**src/design/alu_pkg.sv**
```systemverilog
// ALU shared definitions
// Word and float views, opcode map and unit ownership of each opcode

package alu_pkg;

	// ***********************************************************************
	// Widths
	// ***********************************************************************

	localparam int word_w = 32;
	localparam int man_w  = 23;                 // No hidden bit
	localparam int exp_w  = 8;                  // Two's complement exponent

	// Float value is man * 2^exp with the sign applied
	typedef struct packed {
		logic                    sign;
		logic signed [exp_w-1:0] exp;
		logic        [man_w-1:0] man;
	} float_t;

	// Same word seen as integer or as float by opcode
	typedef union packed {
		logic signed [word_w-1:0] i;
		float_t                   f;
	} alu_word_u;

	// Zero with the most negative exponent
	localparam float_t float_zero = '{sign: 1'b0, exp: {1'b1, {exp_w-1{1'b0}}}, man: '0};

	// Common exponent and signed mantissas of two operands
	typedef struct packed {
		logic signed [exp_w-1:0] exp;
		logic signed [man_w:0]   sm1;
		logic signed [man_w:0]   sm2;
	} aligned_t;

	// ***********************************************************************
	// Opcodes in the processor's numbering
	// ***********************************************************************

	typedef enum logic [5:0] {
		nop    = 6'd0,  lod    = 6'd1,  add    = 6'd2,  f_add   = 6'd3,
		mlt    = 6'd4,  div    = 6'd6,  mod    = 6'd8,  sgn     = 6'd9,
		f_sgn  = 6'd10, neg    = 6'd11, neg_m  = 6'd12, f_neg   = 6'd13,
		f_neg_m = 6'd14, abs   = 6'd15, abs_m  = 6'd16, f_abs   = 6'd17,
		f_abs_m = 6'd18, pst   = 6'd19, pst_m  = 6'd20, f_pst   = 6'd21,
		f_pst_m = 6'd22, nrm   = 6'd23, nrm_m  = 6'd24, and_op  = 6'd29,
		orr    = 6'd30, xor_op = 6'd31, inv    = 6'd32, inv_m   = 6'd33,
		lan    = 6'd34, lor    = 6'd35, lin    = 6'd36, lin_m   = 6'd37,
		les    = 6'd38, f_les  = 6'd39, gre    = 6'd40, f_gre   = 6'd41,
		equ    = 6'd42, shl    = 6'd43, shr    = 6'd44, srs     = 6'd45
	} alu_op_e;

	// Which unit owns the result
	typedef enum logic [1:0] {
		sel_int, sel_logic, sel_float, sel_none
	} unit_sel_e;

	function automatic unit_sel_e op_unit(alu_op_e op);
		case (op)
			add, mlt, div, mod, sgn, neg, neg_m, abs, abs_m,
			pst, pst_m, nrm, nrm_m:                  return sel_int;
			and_op, orr, xor_op, inv, inv_m, lan, lor, lin, lin_m,
			les, gre, equ, shl, shr, srs:            return sel_logic;
			f_add, f_sgn, f_neg, f_neg_m, f_abs, f_abs_m,
			f_pst, f_pst_m, f_les, f_gre:            return sel_float;
			default:                                 return sel_none; // NOP, LOD, unknown
		endcase
	endfunction

endpackage

```
**src/design/alu_int_arith.sv**
```systemverilog
// Integer arithmetic unit
// Two's complement sum, product, quotient, remainder and one-operand ops

`timescale 1ns/10ps

module alu_int_arith #(
	parameter logic signed [alu_pkg::word_w-1:0] nrm_gain = 64  // NRM divisor, non-zero
) (
	input  alu_pkg::alu_op_e  op,
	input  alu_pkg::alu_word_u in1,
	input  alu_pkg::alu_word_u in2,
	output alu_pkg::alu_word_u res
);

	import alu_pkg::*;

	logic signed [word_w-1:0] a, b;
	logic signed [word_w-1:0] opnd;             // One-operand source
	logic signed [word_w-1:0] b_safe;           // Divisor never zero
	logic                     div_zero;
	logic signed [word_w-1:0] sum, prod, quot, rem;
	logic signed [word_w-1:0] mag;
	logic                     use_in1;

	assign a = in1.i;
	assign b = in2.i;

	// _M forms work on in1
	assign use_in1 = (op == neg_m) || (op == abs_m) || (op == pst_m) || (op == nrm_m);
	assign opnd    = use_in1 ? a : b;

	// ***********************************************************************
	// Two-operand datapath
	// ***********************************************************************

	assign div_zero = (b == '0);
	assign b_safe   = div_zero ? word_w'(1) : b;   // Keeps divider defined

	assign sum  = a + b;                        // Wraps at 32 bits
	assign prod = a * b;                        // Low word only
	assign quot = a / b_safe;                   // Toward zero
	assign rem  = a % b_safe;                   // Sign follows dividend

	assign mag  = opnd[word_w-1] ? -opnd : opnd;

	// ***********************************************************************
	// Result select
	// ***********************************************************************

	always_comb begin
		res.i = '0;
		case (op)
			add:          res.i = sum;
			mlt:          res.i = prod;
			div:          res.i = div_zero ? '0 : quot;
			mod:          res.i = div_zero ? '0 : rem;
			// Sign of in1 applied to in2
			sgn:          res.i = (a[word_w-1] != b[word_w-1]) ? -b : b;
			neg, neg_m:   res.i = -opnd;
			abs, abs_m:   res.i = mag;
			pst, pst_m:   res.i = opnd[word_w-1] ? '0 : opnd;   // Clamp at zero
			nrm, nrm_m:   res.i = opnd / nrm_gain;              // Fixed divisor
			default:      res.i = '0;
		endcase
	end

endmodule

```
**src/design/alu_logic.sv**
```systemverilog
// Logic unit
// Bitwise, conditional, signed compare and shift operations

`timescale 1ns/10ps

module alu_logic (
	input  alu_pkg::alu_op_e  op,
	input  alu_pkg::alu_word_u in1,
	input  alu_pkg::alu_word_u in2,
	output alu_pkg::alu_word_u res
);

	import alu_pkg::*;

	localparam int sh_w = $clog2(word_w);

	logic signed [word_w-1:0] a, b;
	logic                     a_true, b_true;   // Non-zero is true
	logic                     big_shift;        // Amount 32 or more
	logic        [sh_w-1:0]   sh;

	assign a = in1.i;
	assign b = in2.i;

	assign a_true = (a != '0);
	assign b_true = (b != '0);

	// Any upper bit set puts the unsigned amount out of range
	assign big_shift = |b[word_w-1:sh_w];
	assign sh        = b[sh_w-1:0];

	always_comb begin
		res.i = '0;
		case (op)
			and_op: res.i = a & b;
			orr:    res.i = a | b;
			xor_op: res.i = a ^ b;
			inv:    res.i = ~b;
			inv_m:  res.i = ~a;
			// Conditionals give 1 or 0
			lan:    res.i = word_w'(a_true && b_true);
			lor:    res.i = word_w'(a_true || b_true);
			lin:    res.i = word_w'(!b_true);
			lin_m:  res.i = word_w'(!a_true);
			les:    res.i = word_w'(a < b);         // Signed compare
			gre:    res.i = word_w'(a > b);
			equ:    res.i = word_w'(a == b);
			// Shifts of in1 by in2
			shl:    res.i = big_shift ? '0 : a << sh;
			shr:    res.i = big_shift ? '0 : a >> sh;
			srs:    res.i = big_shift ? $signed({word_w{a[word_w-1]}}) : a >>> sh;
			default: res.i = '0;
		endcase
	end

endmodule

```
**src/design/alu_float_align.sv**
```systemverilog
// Float alignment
// Shifts the smaller-exponent mantissa down to the larger exponent
// and returns both mantissas signed

`timescale 1ns/10ps

module alu_float_align (
	input  alu_pkg::float_t   a,
	input  alu_pkg::float_t   b,
	output alu_pkg::aligned_t aligned
);

	import alu_pkg::*;

	logic signed [exp_w:0]   diff;              // a.exp - b.exp, no overflow
	logic                    b_big;             // b has the larger exponent
	logic        [exp_w:0]   shift_a, shift_b;
	logic        [man_w-1:0] man_a, man_b;

	assign diff  = a.exp - b.exp;
	assign b_big = diff[exp_w];

	// Only the smaller operand moves
	assign shift_a = b_big ? -diff : '0;
	assign shift_b = b_big ? '0 : diff;

	assign man_a = a.man >> shift_a;
	assign man_b = b.man >> shift_b;

	assign aligned.exp = b_big ? b.exp : a.exp;

	// Extra top bit holds the sign
	assign aligned.sm1 = a.sign ? -{1'b0, man_a} : {1'b0, man_a};
	assign aligned.sm2 = b.sign ? -{1'b0, man_b} : {1'b0, man_b};

endmodule

```
**src/design/alu_float_norm.sv**
```systemverilog
// Float normalizer
// Shifts the mantissa left until its top bit is set and lowers the exponent to match

`timescale 1ns/10ps

module alu_float_norm (
	input  alu_pkg::float_t raw,
	output alu_pkg::float_t norm
);

	import alu_pkg::*;

	localparam int sh_w = $clog2(man_w);

	logic [sh_w-1:0] shift;                     // Leading zero count
	logic            man_zero;

	assign man_zero = (raw.man == '0);

	// ***********************************************************************
	// Leading-one search
	// ***********************************************************************

	// Scan up from the LSB so the highest one wins
	always_comb begin
		shift = '0;
		for (int k = 0; k < man_w; k++) begin
			if (raw.man[k])
				shift = sh_w'(man_w - 1 - k);
		end
	end

	// ***********************************************************************
	// Output
	// ***********************************************************************

	always_comb begin
		if (man_zero) begin
			norm = float_zero;                  // Nothing to normalize
		end else begin
			norm.sign = raw.sign;
			norm.exp  = raw.exp - exp_w'(shift);   // Wraps in 8 bits
			norm.man  = raw.man << shift;
		end
	end

endmodule

```
**src/design/alu_float_arith.sv**
```systemverilog
// Float unit
// Sum with alignment and normalization, sign operations and compares

`timescale 1ns/10ps

module alu_float_arith (
	input  alu_pkg::alu_op_e  op,
	input  alu_pkg::alu_word_u in1,
	input  alu_pkg::alu_word_u in2,
	output alu_pkg::alu_word_u res
);

	import alu_pkg::*;

	aligned_t                aligned;
	logic signed [man_w+1:0] sum;               // One bit of headroom
	logic signed [man_w+1:0] sum_mag;
	float_t                  raw_sum, sum_norm;
	float_t                  opnd;              // One-operand source
	logic                    use_in1;

	alu_float_align i_align (
		.a       (in1.f),
		.b       (in2.f),
		.aligned (aligned)
	);

	// ***********************************************************************
	// F_ADD
	// ***********************************************************************

	assign sum     = aligned.sm1 + aligned.sm2;
	assign sum_mag = sum[man_w+1] ? -sum : sum;

	// Drop the LSB and bump the exponent to fit the carry
	assign raw_sum.sign = sum[man_w+1];
	assign raw_sum.exp  = aligned.exp + exp_w'(1);
	assign raw_sum.man  = sum_mag[man_w:1];

	alu_float_norm i_norm (
		.raw  (raw_sum),
		.norm (sum_norm)
	);

	// ***********************************************************************
	// One-operand forms and result select
	// ***********************************************************************

	assign use_in1 = (op == f_neg_m) || (op == f_abs_m) || (op == f_pst_m);
	assign opnd    = use_in1 ? in1.f : in2.f;

	always_comb begin
		res.i = '0;
		case (op)
			f_add:            res.f = sum_norm;
			f_sgn:            res.f = '{sign: in1.f.sign, exp: in2.f.exp, man: in2.f.man};
			f_neg, f_neg_m:   res.f = '{sign: ~opnd.sign, exp: opnd.exp, man: opnd.man};
			f_abs, f_abs_m:   res.f = '{sign: 1'b0, exp: opnd.exp, man: opnd.man};
			f_pst, f_pst_m:   res.f = opnd.sign ? float_zero : opnd;
			// Compare on the aligned signed mantissas
			f_les:            res.i = word_w'(aligned.sm1 < aligned.sm2);
			f_gre:            res.i = word_w'(aligned.sm1 > aligned.sm2);
			default:          res.i = '0;
		endcase
	end

endmodule

```
**src/design/alu_result_reg.sv**
```systemverilog
// Result select and register
// Picks the owning unit's word and holds it for one cycle

`timescale 1ns/10ps

module alu_result_reg (
	input  logic               clk,
	input  logic               arst_n,
	input  alu_pkg::alu_op_e   op,
	input  alu_pkg::alu_word_u in1,
	input  alu_pkg::alu_word_u in2,
	input  alu_pkg::alu_word_u int_res,
	input  alu_pkg::alu_word_u logic_res,
	input  alu_pkg::alu_word_u float_res,
	output alu_pkg::alu_word_u result
);

	import alu_pkg::*;

	alu_word_u sel_word;

	always_comb begin
		case (op_unit(op))
			sel_int:   sel_word = int_res;
			sel_logic: sel_word = logic_res;
			sel_float: sel_word = float_res;
			default: begin
				if (op == nop)
					sel_word = in2;             // Pass accumulator
				else if (op == lod)
					sel_word = in1;             // Pass memory operand
				else
					sel_word.i = '0;            // Unassigned code
			end
		endcase
	end

	// One cycle of latency, zero in reset
	always_ff @(posedge clk or negedge arst_n) begin
		if (!arst_n)
			result <= '0;
		else
			result <= sel_word;
	end

endmodule

```
**src/design/alu.sv**
```systemverilog
// ALU top level
// Integer, logic and float units feeding one registered result

`timescale 1ns/10ps

module alu #(
	parameter logic signed [alu_pkg::word_w-1:0] nrm_gain = 64  // NRM divisor
) (
	input  logic               clk,
	input  logic               arst_n,
	input  alu_pkg::alu_op_e   op,
	input  alu_pkg::alu_word_u in1,             // Memory side
	input  alu_pkg::alu_word_u in2,             // Accumulator side
	output alu_pkg::alu_word_u result
);

	import alu_pkg::*;

	alu_word_u int_res;
	alu_word_u logic_res;
	alu_word_u float_res;

	// ***********************************************************************
	// Execution units, all combinational
	// ***********************************************************************

	alu_int_arith #(
		.nrm_gain (nrm_gain)
	) i_int_arith (
		.op  (op),
		.in1 (in1),
		.in2 (in2),
		.res (int_res)
	);

	alu_logic i_logic (
		.op  (op),
		.in1 (in1),
		.in2 (in2),
		.res (logic_res)
	);

	alu_float_arith i_float_arith (
		.op  (op),
		.in1 (in1),
		.in2 (in2),
		.res (float_res)
	);

	// ***********************************************************************
	// Output stage
	// ***********************************************************************

	alu_result_reg i_result_reg (
		.clk       (clk),
		.arst_n    (arst_n),
		.op        (op),
		.in1       (in1),
		.in2       (in2),
		.int_res   (int_res),
		.logic_res (logic_res),
		.float_res (float_res),
		.result    (result)
	);

endmodule

```
**config.mk**
```make
export PLATFORM = sky130hd
export DESIGN_NAME = alu
export DESIGN_NICKNAME = d
export VERILOG_FILES = /design/src/design/alu_pkg.sv /design/src/design/alu_int_arith.sv /design/src/design/alu_logic.sv /design/src/design/alu_float_align.sv /design/src/design/alu_float_norm.sv /design/src/design/alu_float_arith.sv /design/src/design/alu_result_reg.sv /design/src/design/alu.sv
export SDC_FILE = /design/constraint.sdc
export NUM_CORES = 2
export LEC_CHECK = 0
export BUFFER_PORTS_ARGS = -buffer_cell sky130_fd_sc_hd__buf_2
export CAP_MARGIN = 20
export CORE_MARGIN = 2
export CORE_UTILIZATION = 60
export CTS_BUF_LIST = sky130_fd_sc_hd__clkbuf_8
export DETAILED_ROUTE_END_ITERATION = 6
export PLACE_DENSITY = 0.76
export SYNTH_ARGS = -nofsm -noshare
export SYNTH_HDL_FRONTEND = slang
export SYNTH_HIERARCHICAL = 1
export SYNTH_SLANG_ARGS = --single-unit
export TNS_END_PERCENT = 20
```
**constraint.sdc**
```tcl
create_clock -name clk -period 0.89 [get_ports clk]
set_input_delay 0.089 -clock clk [delete_from_list [all_inputs] [get_ports clk]]
set_output_delay 0.089 -clock clk [all_outputs]
set_load 0.01 [all_outputs]
```
==> impl_metrics.toml, run 1 <==
[outcome]
status = "stopped before the end"
lastStage = "global routing (5_1_grt)"
toolErrorMsg = "[ERROR GRT-0116] Global routing finished with congestion. Check the congestion regions in the DRC Viewer."

[place]
io_buffers = 103
dp_hpwl_um = 338000
gp_congestion = 1.31

[clock_network]
clock_tree.buffer_depth = 2
cts_max_level = 2
cts_made_buffers = 5
cts_sinks = 32
root_buffer = "clkbuf_8"

[grt]
grt_usage = 1.09
grt_pass1_vias = 144000
grt_overflow = 21700
grt_max_degree = 72
grt_pass1_wl_um = 1040000

[floorplanning]
die_h_um = 358
pin_count = 104
initial_core_util = 0.607
die_w_um = 358
std_cell_rows = 129

[synthesis]
synthArstFlopShare = 1.00
syn_inst = 10500
yosysWarnings = 6
ys_seq_area_frac = 0.0106
synth_ff_type = "dfrtp_1"
synth_area_mm2 = 0.0753
synth.distinct_cells = 150
synth.avg_cell_area_um2 = 7.19
syn_nets = 11800
synth-seq-cells = 32
synth_edf_count = 0
==> layer usage <==
metal | GRT usage | overflow
met1 | 1.15 | 7905
met2 | 1.18 | 8134
met3 | 1.05 | 3289
met4 | 0.838 | 1941
met5 | 0.994 | 469
==> synth_stat cells, types with 111 or more instances <==
cell | number | area, µm²
nand2_1 | 1181 | 4430
inv_1 | 943 | 3540
ha_1 | 889 | 11100
nor2_1 | 857 | 3220
a21oi_1 | 659 | 3300
o21ai_0 | 502 | 2510
xnor2_1 | 444 | 3890
fa_1 | 413 | 8270
clkbuf_1 | 367 | 1380
xor2_1 | 297 | 2600
nor3_1 | 281 | 1410
nand3_1 | 248 | 1240
and2_1 | 210 | 1310
a21o_1 | 187 | 1400
mux2i_1 | 154 | 1540
o21a_1 | 148 | 1110
o211ai_1 | 123 | 923
a31oi_1 | 122 | 763
a211oi_1 | 114 | 856
nand4_1 | 111 | 694
==> repair_timing <==
action / in CTS
resized for setup: 527
cloned: 5
hold endpoints to repair: 32
endpoints found under the setup margin: 59
hold buffers: 1
pin swaps: 284
buffers inserted: 299
==> per-stage QoR <==
step	util	setup TNS [ps]	setup WS, ps	area, µm²	cells
2_1_floorplan	-	-2153000	-67970	77600	10500
3_3_place_gp	0.851	-2158000	-68080	106000	15400
3_5_place_dp	0.851	-2281410	-71980	106000	15400
4_1_cts	0.891	-2090490	-65980	111000	15700
==> cells by family after synthesis <==
group           count (synthesis)  share of synthesized area
compound gates               2935                      0.268
xor+xnor                      749                     0.0885
fa+ha+maj                    1302                      0.257
buf+inv                      1505                     0.0794
flops                          32                     0.0106
mux                           345                     0.0658
simple gates                 3603                      0.231
==> inputs of run 2 (changes only) <==
--- a/config.mk
+++ b/config.mk
@@ -8,10 +8,9 @@
 export BUFFER_PORTS_ARGS = -buffer_cell sky130_fd_sc_hd__buf_2
 export CAP_MARGIN = 20
 export CORE_MARGIN = 2
-export CORE_UTILIZATION = 60
-export CTS_BUF_LIST = sky130_fd_sc_hd__clkbuf_8
+export CORE_UTILIZATION = 40
 export DETAILED_ROUTE_END_ITERATION = 6
-export PLACE_DENSITY = 0.76
+export PLACE_DENSITY_LB_ADDON = 0.15
 export SYNTH_ARGS = -nofsm -noshare
 export SYNTH_HDL_FRONTEND = slang
 export SYNTH_HIERARCHICAL = 1
==> run 2 against run 1 <==
- synthesized cell count stayed put
- the flow now finishes, with violations (design-rule violations, negative setup slack)
- area after synthesis stayed put
==> impl_metrics.toml, run 2 <==
[cells_and_area]
final_cell_mix = "buf_4, nand2_1, inv_1"
top_regs = "i_result_reg/result x32"
num-fill-cells = 16700
final_common_cell = "buf_4"
largest_register_ffs = 32
final_area_mm2 = 0.118
layout.nets = 15900
top_register = "i_result_reg/result"
drive_gt1_frac = 0.408
area_delta_synth_final_pct = 57.2

[synthesis]
synth_most_common_cell = "nand2_1"
yosysTopAreaCell = "ha_1"
syn_inst = 10500
synth_ff_type = "dfrtp_1"
synth_edf_count = 0
synth_top_cell_area_share = 0.148
synth.avg_cell_area_um2 = 7.19
synth_area_mm2 = 0.0753
synthTopCellsByArea = "ha_1, fa_1, nand2_1, xnor2_1, inv_1"
synthTopCellsByCount = "nand2_1, inv_1, ha_1, nor2_1, a21oi_1"
syn_nets = 11800
yosysWarnings = 6
synthArstFlopShare = 1.00
ys_seq_area_frac = 0.0106
synth-seq-cells = 32
synth.distinct_cells = 150

[clock_network]
path_clk_slew_ps = 60
cts_sinks = 32
cts_max_level = 2
root_buffer = "clkbuf_16"
clock_tree.buffer_depth = 2
cts_made_buffers = 5
cts_tree = "built"

[setup_path]
critical_path_arrival_ps = 68880
cp-start-kind = "primary input"
worstPathRequired_ps = 1060
crit_path_end_kind = "flop"
crit_top_cell = "buf_4"
crit_family = "compound AO/OA/AOI/OAI gates"
crit_type = "in -> reg"
crit_buf_inv = 116
cpPeakStageDelay_ps = 600
slowest_stage = "or4_4"
critical_path.max_fanout = 8

[grt]
grt_pass1_vias = 102000
antenna_found_initial = 58
grt_pass1_wl_um = 674000
grt_usage = 0.470
grt_max_degree = 86
grt_overflow = 0

[timing]
final-setup-viol-count = 63
whs_ps = 304
hold_viol = 0
max_freq_mhz = 14.6
grt_setup_unrepaired = "true"
fin_crit_ps = 68710
setup_tns_ps = -2156310
finalWorstSetupSlack_ps = -67820
slew_headroom = 0.145
fin_crit_sh = 77.2
drv_slew = 0
worst_pin_slew_ps = 1270

[power_and_ir_drop]
p_leak_nw = 58.0
p_comb_frac = 0.989
clockPowerShare = 0.006
pwr-share-seq = 0.005
p_int_mw = 175
irDropWorstVdd_mv = 5.96
swShare = 0.528
finalPower_mw = 371
p_per_area_mw_per_mm2 = 3140
switchingPower_mw = 196

[floorplanning]
initial_core_util = 0.402
die_h_um = 438
core_area_mm2 = 0.187
std_cell_rows = 159
pin_count = 104
die_w_um = 438
dieArea_mm2 = 0.192

[outcome]
violations = "design-rule violations, negative setup slack"
status = "finished, violations left"

[worst_hold_path]
hold_class = "in -> async"

[routing]
drc = 203
wirelength_um = 478000
routedWlPerCell_um = 28.0
drtIter0Drc = 13000
vias_per_cell = 6.15
first_pass_iters = 7
vias = 105000
postRouteAntennaNets = 0

[flow_run]
drv_cap = 0

[place]
dp_hpwl_um = 380000
placed_area_mm2 = 0.110
io_buffers = 103
gp_congestion = 1.13
preCtsSetupSlack_ps = -72170
[run 2: cell counts after synthesis]
Identical to the previous run, type by type.
[run 2: metrics by stage]
step	utilization	cells
2_1_floorplan	-	10500
3_3_place_gp	0.587	16700
3_5_place_dp	0.587	16700
4_1_cts	0.605	16900
5_1_grt	0.631	17100
6_report	0.632	17100
[run 2: cell type report]
class,count,area (µm²),area share
repair buffers,4638,35700,0.302
well taps,2495,3120,0.0264
diodes,21,52.6,0.000444
clock buffers,7,153,0.00129
multi-input cells,8936,74800,0.632
inverters,956,3610,0.0305
clock inverters,1,30.0,0.000254
flip-flops and latches,32,815,0.00688
[run 2: path summary, 6_finish.rpt]
path	from	to	slack [ps]	depth (start not counted)
min	arst_n	i_result_reg/result[4]	300	3
max in group asynchronous	arst_n	i_result_reg/result[21]	330	3
min in group clk	in2[24]	i_result_reg/result[24]	660	4
max	in2[26]	i_result_reg/result[28]	-67820	375
[run 2: timing repair]
item / in CTS / in global routing
cloned: 2 / 8
endpoints found under the setup margin: 61 / 64
hold endpoints to repair: 32 / 0
pin swaps: 215 / 474
setup buffers: 186 / 194
resized for setup: 385 / 639
hold buffers: 1 / 0
[run 2: tightest hold or removal path, stage by stage]
cell and delay, ps:
dlygate4sd3_1 540, buf_2 130, buf_12 220
[run 2: routing by layer]
layer	global-route usage	vias up	part of all wire	routed length, µm
met4	0.297	52	0.080	38500
met1	0.588	50300	0.38	182000
met5	0.00720	-	0.0012	553
met3	0.157	1986	0.13	62800
li1	-	45900	-	-
met2	0.689	6877	0.41	194000
[run 2: logic make-up after synthesis]
group	share of synthesized area
and+or+nand+nor	0.231
buffers and inverters	0.0794
AOI/OAI and AO/OA	0.268
muxes	0.0658
xor gates and xnor gates	0.0885
adders and majority gates	0.257
DFF	0.0106
[run 2: power groups by stage]
stage / Combinational, mW / Clock [mW] / Sequential [mW]
finish: 367 / 2.27 / 1.68
floorplan: 177 / 0 / 1.67
global route: 385 / 2.33 / 1.68
detailed placement: 340 / 0 / 1.66
global placement: 336 / 0 / 1.67
CTS: 348 / 2.26 / 1.66
(Power assumes the default switching activity.)
